<file path="src/hdl/mchan_params.svh">
// Widths and sizes shared by the DMA command path
// Included by the package and by any module that needs a size
`ifndef MCHAN_PARAMS_SVH
`define MCHAN_PARAMS_SVH

// Command fields
`define MCHAN_SID_WIDTH     2    // Stream id
`define MCHAN_OPC_WIDTH     1    // TX or RX
`define MCHAN_LEN_WIDTH     12   // Bytes minus one
`define TWD_COUNT_WIDTH     12   // Row length, bytes minus one
`define TWD_STRIDE_WIDTH    16   // Row pitch in external memory, minus one

// Address spaces
`define TCDM_ADD_WIDTH      16
`define EXT_ADD_WIDTH       32

// Sizes
`define MCHAN_BURST_LENGTH  64   // Power of two
`define CMD_QUEUE_DEPTH     4

`endif

</file>
<file path="src/hdl/mchan_pkg.sv">
// Types of the DMA command path
// Modules pull these in with a wildcard import
`include "mchan_params.svh"

package mchan_pkg;

   // Command fields
   typedef logic [`MCHAN_SID_WIDTH-1:0]  sid_t;
   typedef logic [`MCHAN_OPC_WIDTH-1:0]  opc_t;
   typedef logic [`MCHAN_LEN_WIDTH-1:0]  len_t;    // Bytes minus one
   typedef logic [`TWD_COUNT_WIDTH-1:0]  count_t;  // Row bytes minus one
   typedef logic [`TWD_STRIDE_WIDTH-1:0] stride_t; // Row pitch minus one

   // Addresses
   typedef logic [`TCDM_ADD_WIDTH-1:0]   tcdm_add_t;
   typedef logic [`EXT_ADD_WIDTH-1:0]    ext_add_t;

   // Row splitter FSM
   typedef enum logic {
      TRANS_IDLE,
      TRANS_RUN
   } twd_state_e;

   // Burst splitter FSM
   typedef enum logic {
      BURST_IDLE,
      BURST_RUN
   } burst_state_e;

endpackage

</file>
<file path="src/hdl/cmd_queue.sv">
// Command FIFO in front of the splitters
// Lets software post several transfers while a command is being split
`timescale 1ns/1ps
`include "mchan_params.svh"

module cmd_queue import mchan_pkg::*;
#(
   parameter int unsigned DEPTH = `CMD_QUEUE_DEPTH
)
(
   input  logic      clk_i,
   input  logic      rst_ni,

   // Push side
   input  logic      push_req_i,
   output logic      push_gnt_o,
   input  sid_t      sid_i,
   input  opc_t      opc_i,
   input  len_t      len_i,
   input  logic      inc_i,
   input  logic      twd_i,
   input  count_t    count_i,
   input  stride_t   stride_i,
   input  tcdm_add_t tcdm_add_i,
   input  ext_add_t  ext_add_i,

   // Pop side
   output logic      pop_req_o,
   input  logic      pop_gnt_i,
   output sid_t      sid_o,
   output opc_t      opc_o,
   output len_t      len_o,
   output logic      inc_o,
   output logic      twd_o,
   output count_t    count_o,
   output stride_t   stride_o,
   output tcdm_add_t tcdm_add_o,
   output ext_add_t  ext_add_o
);

   localparam int unsigned PTR_W = (DEPTH > 1) ? $clog2(DEPTH) : 1;
   localparam int unsigned CNT_W = $clog2(DEPTH + 1);

   // Storage, one array per field
   sid_t      mem_sid      [DEPTH];
   opc_t      mem_opc      [DEPTH];
   len_t      mem_len      [DEPTH];
   logic      mem_inc      [DEPTH];
   logic      mem_twd      [DEPTH];
   count_t    mem_count    [DEPTH];
   stride_t   mem_stride   [DEPTH];
   tcdm_add_t mem_tcdm_add [DEPTH];
   ext_add_t  mem_ext_add  [DEPTH];

   logic [PTR_W-1:0] r_wr_ptr;
   logic [PTR_W-1:0] r_rd_ptr;
   logic [CNT_W-1:0] r_count;    // Occupied entries

   logic s_push;
   logic s_pop;

   assign push_gnt_o = (r_count != CNT_W'(DEPTH));  // Low only when full
   assign pop_req_o  = (r_count != '0);
   assign s_push     = push_req_i & push_gnt_o;
   assign s_pop      = pop_req_o & pop_gnt_i;

   //*******************************************************************
   // Pointers and occupancy
   //*******************************************************************
   always_ff @(posedge clk_i, negedge rst_ni)
   begin
      if (!rst_ni)
      begin
         r_wr_ptr <= '0;
         r_rd_ptr <= '0;
         r_count  <= '0;
      end
      else
      begin
         if (s_push)
            r_wr_ptr <= (r_wr_ptr == PTR_W'(DEPTH - 1)) ? '0 : r_wr_ptr + 1'b1;
         if (s_pop)
            r_rd_ptr <= (r_rd_ptr == PTR_W'(DEPTH - 1)) ? '0 : r_rd_ptr + 1'b1;
         if (s_push && !s_pop)
            r_count <= r_count + 1'b1;
         else if (!s_push && s_pop)
            r_count <= r_count - 1'b1;   // Push with pop keeps the count
      end
   end

   // Entry write
   always_ff @(posedge clk_i)
   begin
      if (s_push)
      begin
         mem_sid[r_wr_ptr]      <= sid_i;
         mem_opc[r_wr_ptr]      <= opc_i;
         mem_len[r_wr_ptr]      <= len_i;
         mem_inc[r_wr_ptr]      <= inc_i;
         mem_twd[r_wr_ptr]      <= twd_i;
         mem_count[r_wr_ptr]    <= count_i;
         mem_stride[r_wr_ptr]   <= stride_i;
         mem_tcdm_add[r_wr_ptr] <= tcdm_add_i;
         mem_ext_add[r_wr_ptr]  <= ext_add_i;
      end
   end

   // Head of queue straight to the outputs
   assign sid_o      = mem_sid[r_rd_ptr];
   assign opc_o      = mem_opc[r_rd_ptr];
   assign len_o      = mem_len[r_rd_ptr];
   assign inc_o      = mem_inc[r_rd_ptr];
   assign twd_o      = mem_twd[r_rd_ptr];
   assign count_o    = mem_count[r_rd_ptr];
   assign stride_o   = mem_stride[r_rd_ptr];
   assign tcdm_add_o = mem_tcdm_add[r_rd_ptr];
   assign ext_add_o  = mem_ext_add[r_rd_ptr];

endmodule

</file>
<file path="src/hdl/twd_trans_splitter.sv">
// Two-dimensional splitter, issues one command per row of a 2D transfer
// Sits between the command FIFO and the burst splitter
`timescale 1ns/1ps

module twd_trans_splitter import mchan_pkg::*;
(
   input  logic      clk_i,
   input  logic      rst_ni,

   // Command in
   input  logic      mchan_req_i,
   output logic      mchan_gnt_o,
   input  sid_t      mchan_sid_i,
   input  opc_t      mchan_opc_i,
   input  len_t      mchan_len_i,
   input  logic      mchan_inc_i,
   input  logic      mchan_twd_i,
   input  count_t    mchan_count_i,
   input  stride_t   mchan_stride_i,
   input  tcdm_add_t mchan_tcdm_add_i,
   input  ext_add_t  mchan_ext_add_i,

   // Row out
   output logic      mchan_req_o,
   input  logic      mchan_gnt_i,
   output sid_t      mchan_sid_o,
   output opc_t      mchan_opc_o,
   output len_t      mchan_len_o,
   output logic      mchan_inc_o,
   output tcdm_add_t mchan_tcdm_add_o,
   output ext_add_t  mchan_ext_add_o
);

   // Captured command
   sid_t      r_sid;
   opc_t      r_opc;
   logic      r_inc;
   logic      r_twd;
   count_t    r_count;
   stride_t   r_stride;
   len_t      r_rem_len;    // Bytes still to send, minus one
   tcdm_add_t r_tcdm_add;   // Start of current row
   ext_add_t  r_ext_add;

   twd_state_e cs;
   twd_state_e ns;

   logic s_accept;     // Command taken
   logic s_row_done;   // Row taken downstream
   logic s_last_row;
   len_t s_row_step;   // Row size in bytes

   assign s_accept   = mchan_req_i & mchan_gnt_o;
   assign s_row_done = mchan_req_o & mchan_gnt_i;

   // 1D commands and short remainders go out whole
   assign s_last_row = !r_twd || (r_rem_len <= len_t'(r_count));
   assign s_row_step = len_t'(r_count) + len_t'(1);

   //*******************************************************************
   // Command capture and per-row update
   //*******************************************************************
   always_ff @(posedge clk_i)
   begin
      if (s_accept)
      begin
         r_sid      <= mchan_sid_i;
         r_opc      <= mchan_opc_i;
         r_inc      <= mchan_inc_i;
         r_twd      <= mchan_twd_i;
         r_count    <= mchan_count_i;
         r_stride   <= mchan_stride_i;
         r_rem_len  <= mchan_len_i;
         r_tcdm_add <= mchan_tcdm_add_i;
         r_ext_add  <= mchan_ext_add_i;
      end
      else if (s_row_done && !s_last_row)
      begin
         // Next row, TCDM packed and external strided
         r_rem_len  <= r_rem_len - s_row_step;
         r_tcdm_add <= r_tcdm_add + tcdm_add_t'(s_row_step);
         r_ext_add  <= r_ext_add + ext_add_t'(r_stride) + ext_add_t'(1);
      end
   end

   //*******************************************************************
   // FSM
   //*******************************************************************
   always_ff @(posedge clk_i, negedge rst_ni)
   begin
      if (!rst_ni)
         cs <= TRANS_IDLE;
      else
         cs <= ns;
   end

   always_comb
   begin
      ns          = cs;
      mchan_gnt_o = 1'b0;
      mchan_req_o = 1'b0;
      case (cs)
         TRANS_IDLE:
         begin
            // Take a command only when downstream can take a row
            mchan_gnt_o = mchan_gnt_i;
            if (mchan_req_i && mchan_gnt_i)
               ns = TRANS_RUN;
         end
         TRANS_RUN:
         begin
            mchan_req_o = mchan_gnt_i;              // Wait for gnt before req
            if (mchan_gnt_i && s_last_row)
               ns = TRANS_IDLE;                     // Last row leaves now
         end
         default:
         begin
            ns = TRANS_IDLE;
         end
      endcase
   end

   // Row fields, stable while the FSM is in TRANS_RUN
   assign mchan_sid_o      = r_sid;
   assign mchan_opc_o      = r_opc;
   assign mchan_inc_o      = r_inc;
   assign mchan_len_o      = s_last_row ? r_rem_len : len_t'(r_count);
   assign mchan_tcdm_add_o = r_tcdm_add;
   assign mchan_ext_add_o  = r_ext_add;

endmodule

</file>
<file path="src/hdl/burst_splitter.sv">
// Burst splitter, cuts each row so no piece crosses an external burst boundary
// Last stage of the command path
`timescale 1ns/1ps
`include "mchan_params.svh"

module burst_splitter import mchan_pkg::*;
(
   input  logic      clk_i,
   input  logic      rst_ni,

   // Row in
   input  logic      row_req_i,
   output logic      row_gnt_o,
   input  sid_t      row_sid_i,
   input  opc_t      row_opc_i,
   input  len_t      row_len_i,
   input  logic      row_inc_i,
   input  tcdm_add_t row_tcdm_add_i,
   input  ext_add_t  row_ext_add_i,

   // Piece out
   output logic      out_req_o,
   input  logic      out_gnt_i,
   output sid_t      out_sid_o,
   output opc_t      out_opc_o,
   output len_t      out_len_o,
   output logic      out_inc_o,
   output tcdm_add_t out_tcdm_add_o,
   output ext_add_t  out_ext_add_o
);

   localparam int unsigned OFS_W = $clog2(`MCHAN_BURST_LENGTH);  // Offset bits in a burst

   burst_state_e cs;
   burst_state_e ns;

   // Current row
   sid_t      r_sid;
   opc_t      r_opc;
   logic      r_inc;
   len_t      r_rem_len;     // Bytes left in row, minus one
   tcdm_add_t r_tcdm_add;
   ext_add_t  r_ext_add;

   logic s_accept;
   logic s_piece_done;
   logic s_last_piece;
   logic [OFS_W-1:0] s_ofs_inv;   // Inverted offset, burst wide
   len_t s_bound_len;   // Bytes up to the next boundary, minus one
   len_t s_step;        // Bytes of a full-to-boundary piece
   len_t s_piece_len;

   assign s_accept     = row_req_i & row_gnt_o;
   assign s_piece_done = out_req_o & out_gnt_i;

   // Distance to boundary is the inverted offset in minus-one coding
   assign s_ofs_inv    = ~r_ext_add[OFS_W-1:0];
   assign s_bound_len  = len_t'(s_ofs_inv);
   assign s_step       = s_bound_len + len_t'(1);
   assign s_last_piece = (r_rem_len <= s_bound_len);
   assign s_piece_len  = s_last_piece ? r_rem_len : s_bound_len;

   //*******************************************************************
   // Row capture and per-piece update
   //*******************************************************************
   always_ff @(posedge clk_i)
   begin
      if (s_accept)
      begin
         r_sid      <= row_sid_i;
         r_opc      <= row_opc_i;
         r_inc      <= row_inc_i;
         r_rem_len  <= row_len_i;
         r_tcdm_add <= row_tcdm_add_i;
         r_ext_add  <= row_ext_add_i;
      end
      else if (s_piece_done && !s_last_piece)
      begin
         // Both sides move by the piece just sent
         r_rem_len  <= r_rem_len - s_step;
         r_tcdm_add <= r_tcdm_add + tcdm_add_t'(s_step);
         r_ext_add  <= r_ext_add + ext_add_t'(s_step);   // Now burst aligned
      end
   end

   //*******************************************************************
   // FSM
   //*******************************************************************
   always_ff @(posedge clk_i, negedge rst_ni)
   begin
      if (!rst_ni)
         cs <= BURST_IDLE;
      else
         cs <= ns;
   end

   always_comb
   begin
      ns = cs;
      case (cs)
         BURST_IDLE:
         begin
            if (row_req_i)
               ns = BURST_RUN;
         end
         BURST_RUN:
         begin
            if (out_gnt_i && s_last_piece)
               ns = BURST_IDLE;
         end
         default:
         begin
            ns = BURST_IDLE;
         end
      endcase
   end

   assign row_gnt_o = (cs == BURST_IDLE);   // One row at a time
   assign out_req_o = (cs == BURST_RUN);

   // Piece fields
   assign out_sid_o      = r_sid;
   assign out_opc_o      = r_opc;
   assign out_inc_o      = r_inc;
   assign out_len_o      = s_piece_len;
   assign out_tcdm_add_o = r_tcdm_add;
   assign out_ext_add_o  = r_ext_add;

endmodule

</file>
<file path="src/hdl/mchan_twd_top.sv">
// Command path of one DMA channel, FIFO then row splitter then burst splitter
// Commands in on cmd_*, bus-sized pieces out on out_*
`timescale 1ns/1ps
`include "mchan_params.svh"

module mchan_twd_top import mchan_pkg::*;
(
   input  logic      clk_i,
   input  logic      rst_ni,

   // Command port
   input  logic      cmd_req_i,
   output logic      cmd_gnt_o,
   input  sid_t      cmd_sid_i,
   input  opc_t      cmd_opc_i,
   input  len_t      cmd_len_i,
   input  logic      cmd_inc_i,
   input  logic      cmd_twd_i,
   input  count_t    cmd_count_i,
   input  stride_t   cmd_stride_i,
   input  tcdm_add_t cmd_tcdm_add_i,
   input  ext_add_t  cmd_ext_add_i,

   // Piece port
   output logic      out_req_o,
   input  logic      out_gnt_i,
   output sid_t      out_sid_o,
   output opc_t      out_opc_o,
   output len_t      out_len_o,
   output logic      out_inc_o,
   output tcdm_add_t out_tcdm_add_o,
   output ext_add_t  out_ext_add_o
);

   //*******************************************************************
   // FIFO to row splitter
   //*******************************************************************
   logic      q_req;
   logic      q_gnt;
   sid_t      q_sid;
   opc_t      q_opc;
   len_t      q_len;
   logic      q_inc;
   logic      q_twd;
   count_t    q_count;
   stride_t   q_stride;
   tcdm_add_t q_tcdm_add;
   ext_add_t  q_ext_add;

   // Row splitter to burst splitter
   logic      row_req;
   logic      row_gnt;
   sid_t      row_sid;
   opc_t      row_opc;
   len_t      row_len;
   logic      row_inc;
   tcdm_add_t row_tcdm_add;
   ext_add_t  row_ext_add;

   cmd_queue #(
      .DEPTH      (`CMD_QUEUE_DEPTH)
   ) i_cmd_queue (
      .clk_i      (clk_i),
      .rst_ni     (rst_ni),
      .push_req_i (cmd_req_i),
      .push_gnt_o (cmd_gnt_o),
      .sid_i      (cmd_sid_i),
      .opc_i      (cmd_opc_i),
      .len_i      (cmd_len_i),
      .inc_i      (cmd_inc_i),
      .twd_i      (cmd_twd_i),
      .count_i    (cmd_count_i),
      .stride_i   (cmd_stride_i),
      .tcdm_add_i (cmd_tcdm_add_i),
      .ext_add_i  (cmd_ext_add_i),
      .pop_req_o  (q_req),
      .pop_gnt_i  (q_gnt),
      .sid_o      (q_sid),
      .opc_o      (q_opc),
      .len_o      (q_len),
      .inc_o      (q_inc),
      .twd_o      (q_twd),
      .count_o    (q_count),
      .stride_o   (q_stride),
      .tcdm_add_o (q_tcdm_add),
      .ext_add_o  (q_ext_add)
   );

   twd_trans_splitter i_twd_trans_splitter (
      .clk_i            (clk_i),
      .rst_ni           (rst_ni),
      .mchan_req_i      (q_req),
      .mchan_gnt_o      (q_gnt),
      .mchan_sid_i      (q_sid),
      .mchan_opc_i      (q_opc),
      .mchan_len_i      (q_len),
      .mchan_inc_i      (q_inc),
      .mchan_twd_i      (q_twd),
      .mchan_count_i    (q_count),
      .mchan_stride_i   (q_stride),
      .mchan_tcdm_add_i (q_tcdm_add),
      .mchan_ext_add_i  (q_ext_add),
      .mchan_req_o      (row_req),
      .mchan_gnt_i      (row_gnt),
      .mchan_sid_o      (row_sid),
      .mchan_opc_o      (row_opc),
      .mchan_len_o      (row_len),
      .mchan_inc_o      (row_inc),
      .mchan_tcdm_add_o (row_tcdm_add),
      .mchan_ext_add_o  (row_ext_add)
   );

   // Pieces leave the top level directly
   burst_splitter i_burst_splitter (
      .clk_i          (clk_i),
      .rst_ni         (rst_ni),
      .row_req_i      (row_req),
      .row_gnt_o      (row_gnt),
      .row_sid_i      (row_sid),
      .row_opc_i      (row_opc),
      .row_len_i      (row_len),
      .row_inc_i      (row_inc),
      .row_tcdm_add_i (row_tcdm_add),
      .row_ext_add_i  (row_ext_add),
      .out_req_o      (out_req_o),
      .out_gnt_i      (out_gnt_i),
      .out_sid_o      (out_sid_o),
      .out_opc_o      (out_opc_o),
      .out_len_o      (out_len_o),
      .out_inc_o      (out_inc_o),
      .out_tcdm_add_o (out_tcdm_add_o),
      .out_ext_add_o  (out_ext_add_o)
   );

endmodule

</file>
<file path="config.mk">
export PLATFORM = sky130hd
export DESIGN_NAME = mchan_twd_top
export DESIGN_NICKNAME = d
export VERILOG_FILES = /design/src/hdl/mchan_pkg.sv /design/src/hdl/cmd_queue.sv /design/src/hdl/twd_trans_splitter.sv /design/src/hdl/burst_splitter.sv /design/src/hdl/mchan_twd_top.sv
export VERILOG_INCLUDE_DIRS = /design/src /design/src/hdl
export SDC_FILE = /design/constraint.sdc
export NUM_CORES = 1
export LEC_CHECK = 0
export BUFFER_PORTS_ARGS = -buffer_cell sky130_fd_sc_hd__buf_2
export CAP_MARGIN = 15
export CORE_MARGIN = 2
export CORE_UTILIZATION = 29
export DETAILED_ROUTE_END_ITERATION = 6
export PLACE_DENSITY = 0.54
export SLEW_MARGIN = 20
export SYNTH_ARGS = -nofsm -noshare
export SYNTH_HDL_FRONTEND = slang
export SYNTH_SLANG_ARGS = --single-unit
</file>
<file path="constraint.sdc">
create_clock -name clk_i -period 9.7 [get_ports clk_i]
set_input_delay 0.97 -clock clk_i [delete_from_list [all_inputs] [get_ports clk_i]]
set_output_delay 0.97 -clock clk_i [all_outputs]
set_load 0.005 [all_outputs]
</file>
Yosys cells after proc, flatten, opt, wreduce, memory -nomap -nowiden
Memories as Yosys holds them, arrays and structs flattened. A register that Yosys moved wholly into a read port is not among the register bits.
Cells that the tools add are included.
{"block": "totals", "reg_bits": 133, "mem_bits_rw": 372, "inputBits": 97, "out_inout_bits": 66, "elab_cells": 93, "n_memories": 9}
{"block": "op_classes", "n_addsub": 13, "n_lt_le_gt_ge": 2, "eq_ne": 3, "muxes": 28, "n_bitwise": 7, "n_reduce_logical": 17}
{"memory": "i_cmd_queue.mem_ext_add", "words": 4, "word_bits": 32, "rd": 1, "rd_clocked_by_memory_dff": 0, "wr": 1, "line_no": "cmd_queue.sv:53", "text": "ext_add_t mem_ext_add [DEPTH];"}
{"memory": "i_cmd_queue.mem_stride", "words": 4, "word_bits": 16, "rd": 1, "rd_clocked_by_memory_dff": 1, "wr": 1, "line_no": "cmd_queue.sv:51", "text": "stride_t mem_stride [DEPTH];"}
{"memory": "i_cmd_queue.mem_tcdm_add", "words": 4, "word_bits": 16, "rd": 1, "rd_clocked_by_memory_dff": 0, "wr": 1, "line_no": "cmd_queue.sv:52", "text": "tcdm_add_t mem_tcdm_add [DEPTH];"}
{"memory": "i_cmd_queue.mem_count", "words": 4, "word_bits": 12, "rd": 1, "rd_clocked_by_memory_dff": 1, "wr": 1, "line_no": "cmd_queue.sv:50", "text": "count_t mem_count [DEPTH];"}
{"memory": "i_cmd_queue.mem_len", "words": 4, "word_bits": 12, "rd": 1, "rd_clocked_by_memory_dff": 0, "wr": 1, "line_no": "cmd_queue.sv:47", "text": "len_t mem_len [DEPTH];"}
{"memory": "i_cmd_queue.mem_sid", "words": 4, "word_bits": 2, "rd": 1, "rd_clocked_by_memory_dff": 1, "wr": 1, "line_no": "cmd_queue.sv:45", "text": "sid_t mem_sid [DEPTH];"}
{"memory": "3 more memories"}
{"operator": "two-way mux 32 bit", "n": 4}
{"operator": "two-way mux 12 bit", "n": 6}
{"operator": "two-way mux 16 bit", "n": 4}
{"operator": "adder 16 x 12 -> 16 bit", "n": 2}
{"operator": "adder 32 x 1 -> 32 bit (second input constant)", "n": 1}
{"operator": "adder 32 x 12 -> 32 bit", "n": 1}
{"operator": "adder 32 x 16 -> 32 bit", "n": 1}
{"operator": "subtractor 12 bit", "n": 2}
{"operator": "adder 12 x 1 -> 12 bit (second input constant)", "n": 1}
{"operator": "less-or-equal comparator 12 bit", "n": 1}
{"operator": "less-or-equal comparator 12 x 6 -> 1 bit", "n": 1}
{"operator": "two-way mux 1 bit", "n": 8}
{"operator": "adder 6 x 1 -> 7 bit (second input constant)", "n": 1}
{"operator": "logical AND 1 bit", "n": 7}
{"operator": "two-way mux 3 bit", "n": 2}
{"operator": "inverter 6 bit", "n": 1}
{"operator": "nonzero test 2 bit", "n": 3}
{"operator": "logical NOT 1 bit", "n": 5}
{"operator": "adder 2 x 1 -> 2 bit (second input constant)", "n": 2}
{"operator": "bitwise AND 1 bit", "n": 4}
{"operator": "equality test 2 bit (second input constant)", "n": 2}
{"operator": "two-way mux 2 bit", "n": 2}
{"operator": "one-hot mux 1 bit (2 select lines)", "n": 2}
{"operator": "adder 3 x 1 -> 3 bit (second input constant)", "n": 1}
{"operator": "other kinds (5)", "n": 6}

Logic depth before layout (Yosys ltp)
{"block": "depth", "ltp_word": 6, "depth_mapped": 13, "ltp_nobuf": 13}

Hierarchy
From an unflattened synthesis, not the netlist that was laid out.
{"block": "hier_totals", "cells_unflattened": 1654, "area_unflattened_um2": 25102.8}
{"mod": "cmd_queue", "instances": 1, "cells_per_inst": 522, "area_each_um2": 13850.8, "seq_area_each_um2": 11345.9}
{"mod": "twd_trans_splitter", "instances": 1, "cells_per_inst": 624, "area_each_um2": 6495.0, "seq_area_each_um2": 2817.7}
{"mod": "burst_splitter", "instances": 1, "cells_per_inst": 508, "area_each_um2": 4757.1, "seq_area_each_um2": 1946.9}

Worst setup path before layout
OpenSTA, ideal clock, no wires.
{"block": "synth_path", "kind": "reg2reg", "start": "register i_twd_trans_splitter.r_count[11], read port of i_cmd_queue.mem_count", "end": "register i_twd_trans_splitter.r_ext_add[0] (netlist: i_twd_trans_splitter.mchan_ext_add_o[0]) (enable)", "setup_time_ps": 561, "arrival_ps": 5884, "required_ps": 9139, "setup_slack_ps": 3256, "stages_incl_launch_ff": 8, "path_buffers": 0, "synth_period_minus_slack_ps": 6444, "cell_sequence": "edfxtp_1 -> inv_1 -> ha_1 -> nand4_1 -> or3_1 -> a21oi_1 -> nor2b_1 -> o21ai_0"}
{"block": "synth_via", "elab_chain_len": 5}
{"element": "start: declaration", "line_no": "twd_trans_splitter.sv:39", "text": "count_t r_count;"}
{"element": "less-or-equal comparator 12 bit", "line_no": "twd_trans_splitter.sv:57", "text": "assign s_last_row = !r_twd || (r_rem_len <= len_t'(r_count));"}
{"element": "logical OR 1 bit", "line_no": "twd_trans_splitter.sv:57"}
{"element": "logical NOT 1 bit", "line_no": "twd_trans_splitter.sv:77", "text": "else if (s_row_done && !s_last_row)"}
{"element": "logical AND 1 bit", "line_no": "twd_trans_splitter.sv:77"}
{"element": "nonzero test 2 bit (no source line)"}
{"element": "end signal: assignment", "line_no": "twd_trans_splitter.sv:75", "text": "r_ext_add <= mchan_ext_add_i;"}
{"element": "end signal: assignment", "line_no": "twd_trans_splitter.sv:82", "text": "r_ext_add <= r_ext_add + ext_add_t'(r_stride) + ext_add_t'(1);"}
{"element": "end: declaration", "line_no": "twd_trans_splitter.sv:43", "text": "ext_add_t r_ext_add;"}
Every way passes these cells.
A chain may end at the register's enable or synchronous reset.

Final worst setup path
{"block": "layout_path", "start": "register i_burst_splitter.r_ext_add[1] (netlist: i_burst_splitter.out_ext_add_o[1])", "end": "output out_len_o[1]"}
{"block": "layout_via", "elab_chain_len": 3}
{"element": "start: declaration", "line_no": "burst_splitter.sv:43", "text": "ext_add_t r_ext_add;"}
{"element": "start signal: assignment", "line_no": "burst_splitter.sv:75", "text": "r_ext_add <= row_ext_add_i;"}
{"element": "start signal: assignment", "line_no": "burst_splitter.sv:82", "text": "r_ext_add <= r_ext_add + ext_add_t'(s_step);"}
{"element": "inverter 6 bit (*)", "line_no": "burst_splitter.sv:57", "text": "assign s_ofs_inv = ~r_ext_add[OFS_W-1:0];"}
{"element": "less-or-equal comparator 12 x 6 -> 1 bit", "line_no": "burst_splitter.sv:60", "text": "assign s_last_piece = (r_rem_len <= s_bound_len);"}
{"element": "two-way mux 12 bit (*)", "line_no": "burst_splitter.sv:61", "text": "assign s_piece_len = s_last_piece ? r_rem_len : s_bound_len;"}
{"element": "end: declaration", "line_no": "mchan_twd_top.sv:29", "text": "output len_t out_len_o,"}
Mark *: on every way between the ends. The rest lies on a longest branch, timed or not.

==> load_flow_metrics.sql <==
INSERT INTO impl_metrics (metric_group, metric, value, unit) VALUES
('sta', 'max-slew-margin-rel', '0.3094', ''),
('clock_tree', 'clkSlewWorstSetupHoldPaths', '0.06', 'ns'),
('global_route', 'grtUsageTotal', '0.1420', ''),
('synth', 'synthCells', '1633', ''),
('sta', 'timing.final.setup_violations', '0', ''),
('critical_path', 'worst-endpoint-required', '8.73', 'ns'),
('synth', 'synth.ff_latch_count', '538', ''),
('clock_tree', 'tritoncts.num_buffers', '56', ''),
('critical_path', 'setup.worst_path.start_class', 'flip-flop', ''),
('pwr', 'power.static_leakage', '9.620', 'nW'),
('clock_tree', 'clock_latency', '0.60', 'ns'),
('synth', 'syn_area_per_cell', '15.07', 'sq um'),
('global_route', 'first_global_vias', '14587', ''),
('placement', 'port_buffers', '156', ''),
('global_route', 'antenna_found_initial', '27', ''),
('synth', 'synthFlopType', 'sky130_fd_sc_hd__edfxtp_1', ''),
('clock_tree', 'holdBufCountCts', '0', ''),
('pwr', 'power.clock.fraction', '0.263', ''),
('cells_and_area', 'final_layout_size_suffix_gt1_frac', '0.2014', ''),
('cells_and_area', 'flow.area_growth_from_synthesis', '15.87', '%'),
('placement', 'gp_routability_congestion', '0.8695', ''),
('floorplan', 'dieWidth', '295.3', 'microns'),
('floorplan', 'io-pin-count', '163', ''),
('placement', 'pre_cts_ws', '6.262', 'ns'),
('run', 'max_cap_violations', '0', ''),
('floorplan', 'coreArea', '83820', 'sq um'),
('synth', 'synth.cell_area', '24610', 'sq um'),
('critical_path', 'crit_top_cell', 'sky130_fd_sc_hd__o21a_1', ''),
('pwr', 'power_frac_seq', '0.443', ''),
('sta', 'finalCriticalPeriod', '3.918', 'ns'),
('clock_tree', 'tritoncts_clock_tree', 'yes', ''),
('status', 'outcome', 'complete, no violations', ''),
('synth', 'yosysWarnings', '0', ''),
('critical_path', 'timing.critical_path.slowest_stage_cell', 'sky130_fd_sc_hd__edfxtp_1', ''),
('clock_tree', 'cts.sink_count', '538', ''),
('sta', 'final_critical_path_setup_slack', '5.782', 'ns'),
('critical_path', 'critPathBufInv', '1', ''),
('clock_tree', 'clock_path_buffers', '3', ''),
('critical_path', 'critPathCaptureType', 'output pin', ''),
('synth', 'synth_top_cell_area_share', '0.6454', ''),
('placement', 'dp.final_hpwl', '42.81', 'mm'),
('floorplan', 'std_cell_rows', '106', ''),
('critical_path', 'worst_ep_arrival_time', '2.95', 'ns'),
('pwr', 'cell_internal_pwr', '5.407', 'mW'),
('global_route', 'maximum_number_of_pins_on_one_net_before_global_route_repair', '91', ''),
('critical_path', 'worst_path_class_setup', 'reg -> out', ''),
('global_route', 'global_route.overflow_total', '0', ''),
('routing', 'route.detailed.drc', '0', ''),
('routing', 'viasPerCell', '4.821', ''),
('synth', 'netlist_top_cells_count', 'sky130_fd_sc_hd__edfxtp_1 (529), sky130_fd_sc_hd__nand2_1 (149), sky130_fd_sc_hd__mux4_2 (93), sky130_fd_sc_hd__o21ai_0 (90), sky130_fd_sc_hd__ha_1 (89)', ''),
('clock_tree', 'cts_htree_levels', '2', ''),
('placement', 'placedCellCount', '2886', ''),
('sta', 'max_freq', '0.2553', 'GHz'),
('synth', 'cell_with_the_most_instances_after_synthesis', 'sky130_fd_sc_hd__edfxtp_1', ''),
('sta', 'whs', '0.2448', 'ns'),
('sta', 'clock_skew', '0.02139', 'ns'),
('floorplan', 'floorplan.initialDensity', '0.2936', ''),
('cells_and_area', 'design_area', '28520', 'sq um'),
('pwr', 'power.net_switching', '2.492', 'mW'),
('clock_tree', 'setup_buffers_after_cts', '0', ''),
('sta', 'grt_setup_unrepaired', 'no', ''),
('critical_path', 'path_max_fanout', '12', ''),
('pwr', 'combPwrFrac', '0.294', ''),
('routing', 'route.final.wire_length', '62.08', 'mm'),
('routing', 'dr.first_iter.drc_count', '1018', ''),
('routing', 'vias', '14421', ''),
('worst_hold_path', 'timing.hold.worst.class', 'in -> async', ''),
('pwr', 'power_density_of_the_placed_cells', '277.0', 'nW/um^2'),
('clock_tree', 'cts_resized', '0', ''),
('critical_path', 'timing.critical_path.max_delay_family', 'compound AO/OA/AOI/OAI gates', ''),
('sta', 'worst-slew-pin-transition', '1.036', 'ns');
[layer usage]
metal	GRT usage	routed length (microns)	share of wire	up-vias
met4	0.03194	1142	0.018	32
met3	0.04390	4842	0.078	108
met2	0.2137	27330	0.44	374
met5	0	207	0.0033	-
li1	-	-	-	6663
met1	0.2006	28560	0.46	7244
[flip-flops by register name, indices dropped and copies added, names as in the netlist, 3 cells and up]
name	flops
i_cmd_queue.mem_len	48
i_cmd_queue.r_count	3
i_twd_trans_splitter.r_rem_len	12
i_cmd_queue.mem_tcdm_add	64
i_cmd_queue.mem_inc	4
i_cmd_queue.mem_stride	64
i_burst_splitter.out_ext_add_o	32
i_cmd_queue.mem_opc	4
i_cmd_queue.mem_ext_add	128
i_cmd_queue.mem_sid	8
i_twd_trans_splitter.r_stride	16
i_cmd_queue.mem_count	48
i_twd_trans_splitter.mchan_ext_add_o	32
i_twd_trans_splitter.mchan_tcdm_add_o	16
i_cmd_queue.mem_twd	4
i_twd_trans_splitter.r_count	12
i_burst_splitter.r_rem_len	12
i_burst_splitter.out_tcdm_add_o	16
[kinds of logic (layout without fill, tap and decap cells)]
logic type / count (synthesis) / after routing / synth area share
compound gates: 295 / 295 / 0.07335
mux: 110 / 110 / 0.09216
buf+inv: 113 / 327 / 0.01876
simple gates: 368 / 368 / 0.07041
other cells: 1 / 11 / 0.0001524
flops: 538 / 538 / 0.6545
fa+ha+maj: 95 / 95 / 0.05012
xor+xnor: 113 / 113 / 0.04051
[worst register-to-register path, stage by stage (launching register included)]
cell and delay (ns):
sky130_fd_sc_hd__edfxtp_1 0.55, sky130_fd_sc_hd__inv_1 0.17, sky130_fd_sc_hd__ha_1 0.27, sky130_fd_sc_hd__ha_1 0.38, sky130_fd_sc_hd__inv_1 0.07, sky130_fd_sc_hd__ha_1 0.35, sky130_fd_sc_hd__a21o_1 0.13, sky130_fd_sc_hd__a21oi_1 0.09
sky130_fd_sc_hd__o21ba_2 0.22, sky130_fd_sc_hd__o21ai_0 0.57, sky130_fd_sc_hd__nand4_1 0.19, sky130_fd_sc_hd__xor2_1 0.16, sky130_fd_sc_hd__o21ai_0 0.09
[metrics by stage]
| stage | power (mW) | util |
|---|---|---|
| final | 7.899 | 0.3403 |
| after global routing | 8.376 | 0.3402 |
| after CTS | 8.021 | 0.3401 |
| after detailed placement | 5.917 | 0.3192 |
| after global placement | 5.849 | 0.3192 |
| after floorplan | 5.120 | - |
[final cells by class]
type / count / area (sq um)
clock buffers: 65 / 1456
flip-flops and latches: 538 / 16120
multi-input cells: 987 / 8117
fillers: 8192 / 55300
well taps: 1134 / 1419
clock inverters: 35 / 292.8
repair buffers: 171 / 893.4
inverters: 56 / 211.5
diodes: 5 / 12.51
[power by group through the flow]
| stage | clock, mW | sequential, mW | combinational, mW |
|---|---|---|---|
| 4_1_cts | 2.14 | 3.51 | 2.37 |
| 5_1_grt | 2.22 | 3.55 | 2.60 |
| 2_1_floorplan | 0 | 3.43 | 1.69 |
| 3_5_place_dp | 0 | 3.56 | 2.36 |
| 3_3_place_gp | 0 | 3.53 | 2.32 |
| 6_report | 2.08 | 3.50 | 2.33 |
[cells in the final DEF (no fill, tap or decap), types with 24 or more instances in the layout]
master,count
sky130_fd_sc_hd__edfxtp_1,529
sky130_fd_sc_hd__buf_2,156
sky130_fd_sc_hd__nand2_1,149
sky130_fd_sc_hd__mux4_2,93
sky130_fd_sc_hd__ha_1,89
sky130_fd_sc_hd__o21ai_0,88
sky130_fd_sc_hd__nor2_1,81
sky130_fd_sc_hd__a21oi_1,81
sky130_fd_sc_hd__xor2_1,62
sky130_fd_sc_hd__clkbuf_16,57
sky130_fd_sc_hd__inv_1,54
sky130_fd_sc_hd__xnor2_1,50
sky130_fd_sc_hd__nand3_1,24
[worst paths after layout]
kind	slack [ns]	cells after the start	end	startpoint
setup / recovery	5.78	8	out_len_o[1]	i_burst_splitter.out_ext_add_o[1]$_DFFE_PP_
hold / removal	0.24	1	i_burst_splitter.out_req_o$_DFF_PN0_	rst_ni
setup reg to reg	6.17	12	i_burst_splitter.out_tcdm_add_o[10]$_DFFE_PP_	i_burst_splitter.out_ext_add_o[0]$_SDFFCE_PN0P_
hold reg to reg	0.42	0	i_burst_splitter.out_opc_o$_DFFE_PP_	i_twd_trans_splitter.mchan_opc_o$_DFFE_PP_
max in group asynchronous	9.19	1	i_cmd_queue.r_rd_ptr[0]$_DFFE_PN0P_	rst_ni
min in group clk_i	0.42	0	i_burst_splitter.out_opc_o$_DFFE_PP_	i_twd_trans_splitter.mchan_opc_o$_DFFE_PP_
No activity file was read; power rests on OpenSTA's default activity.
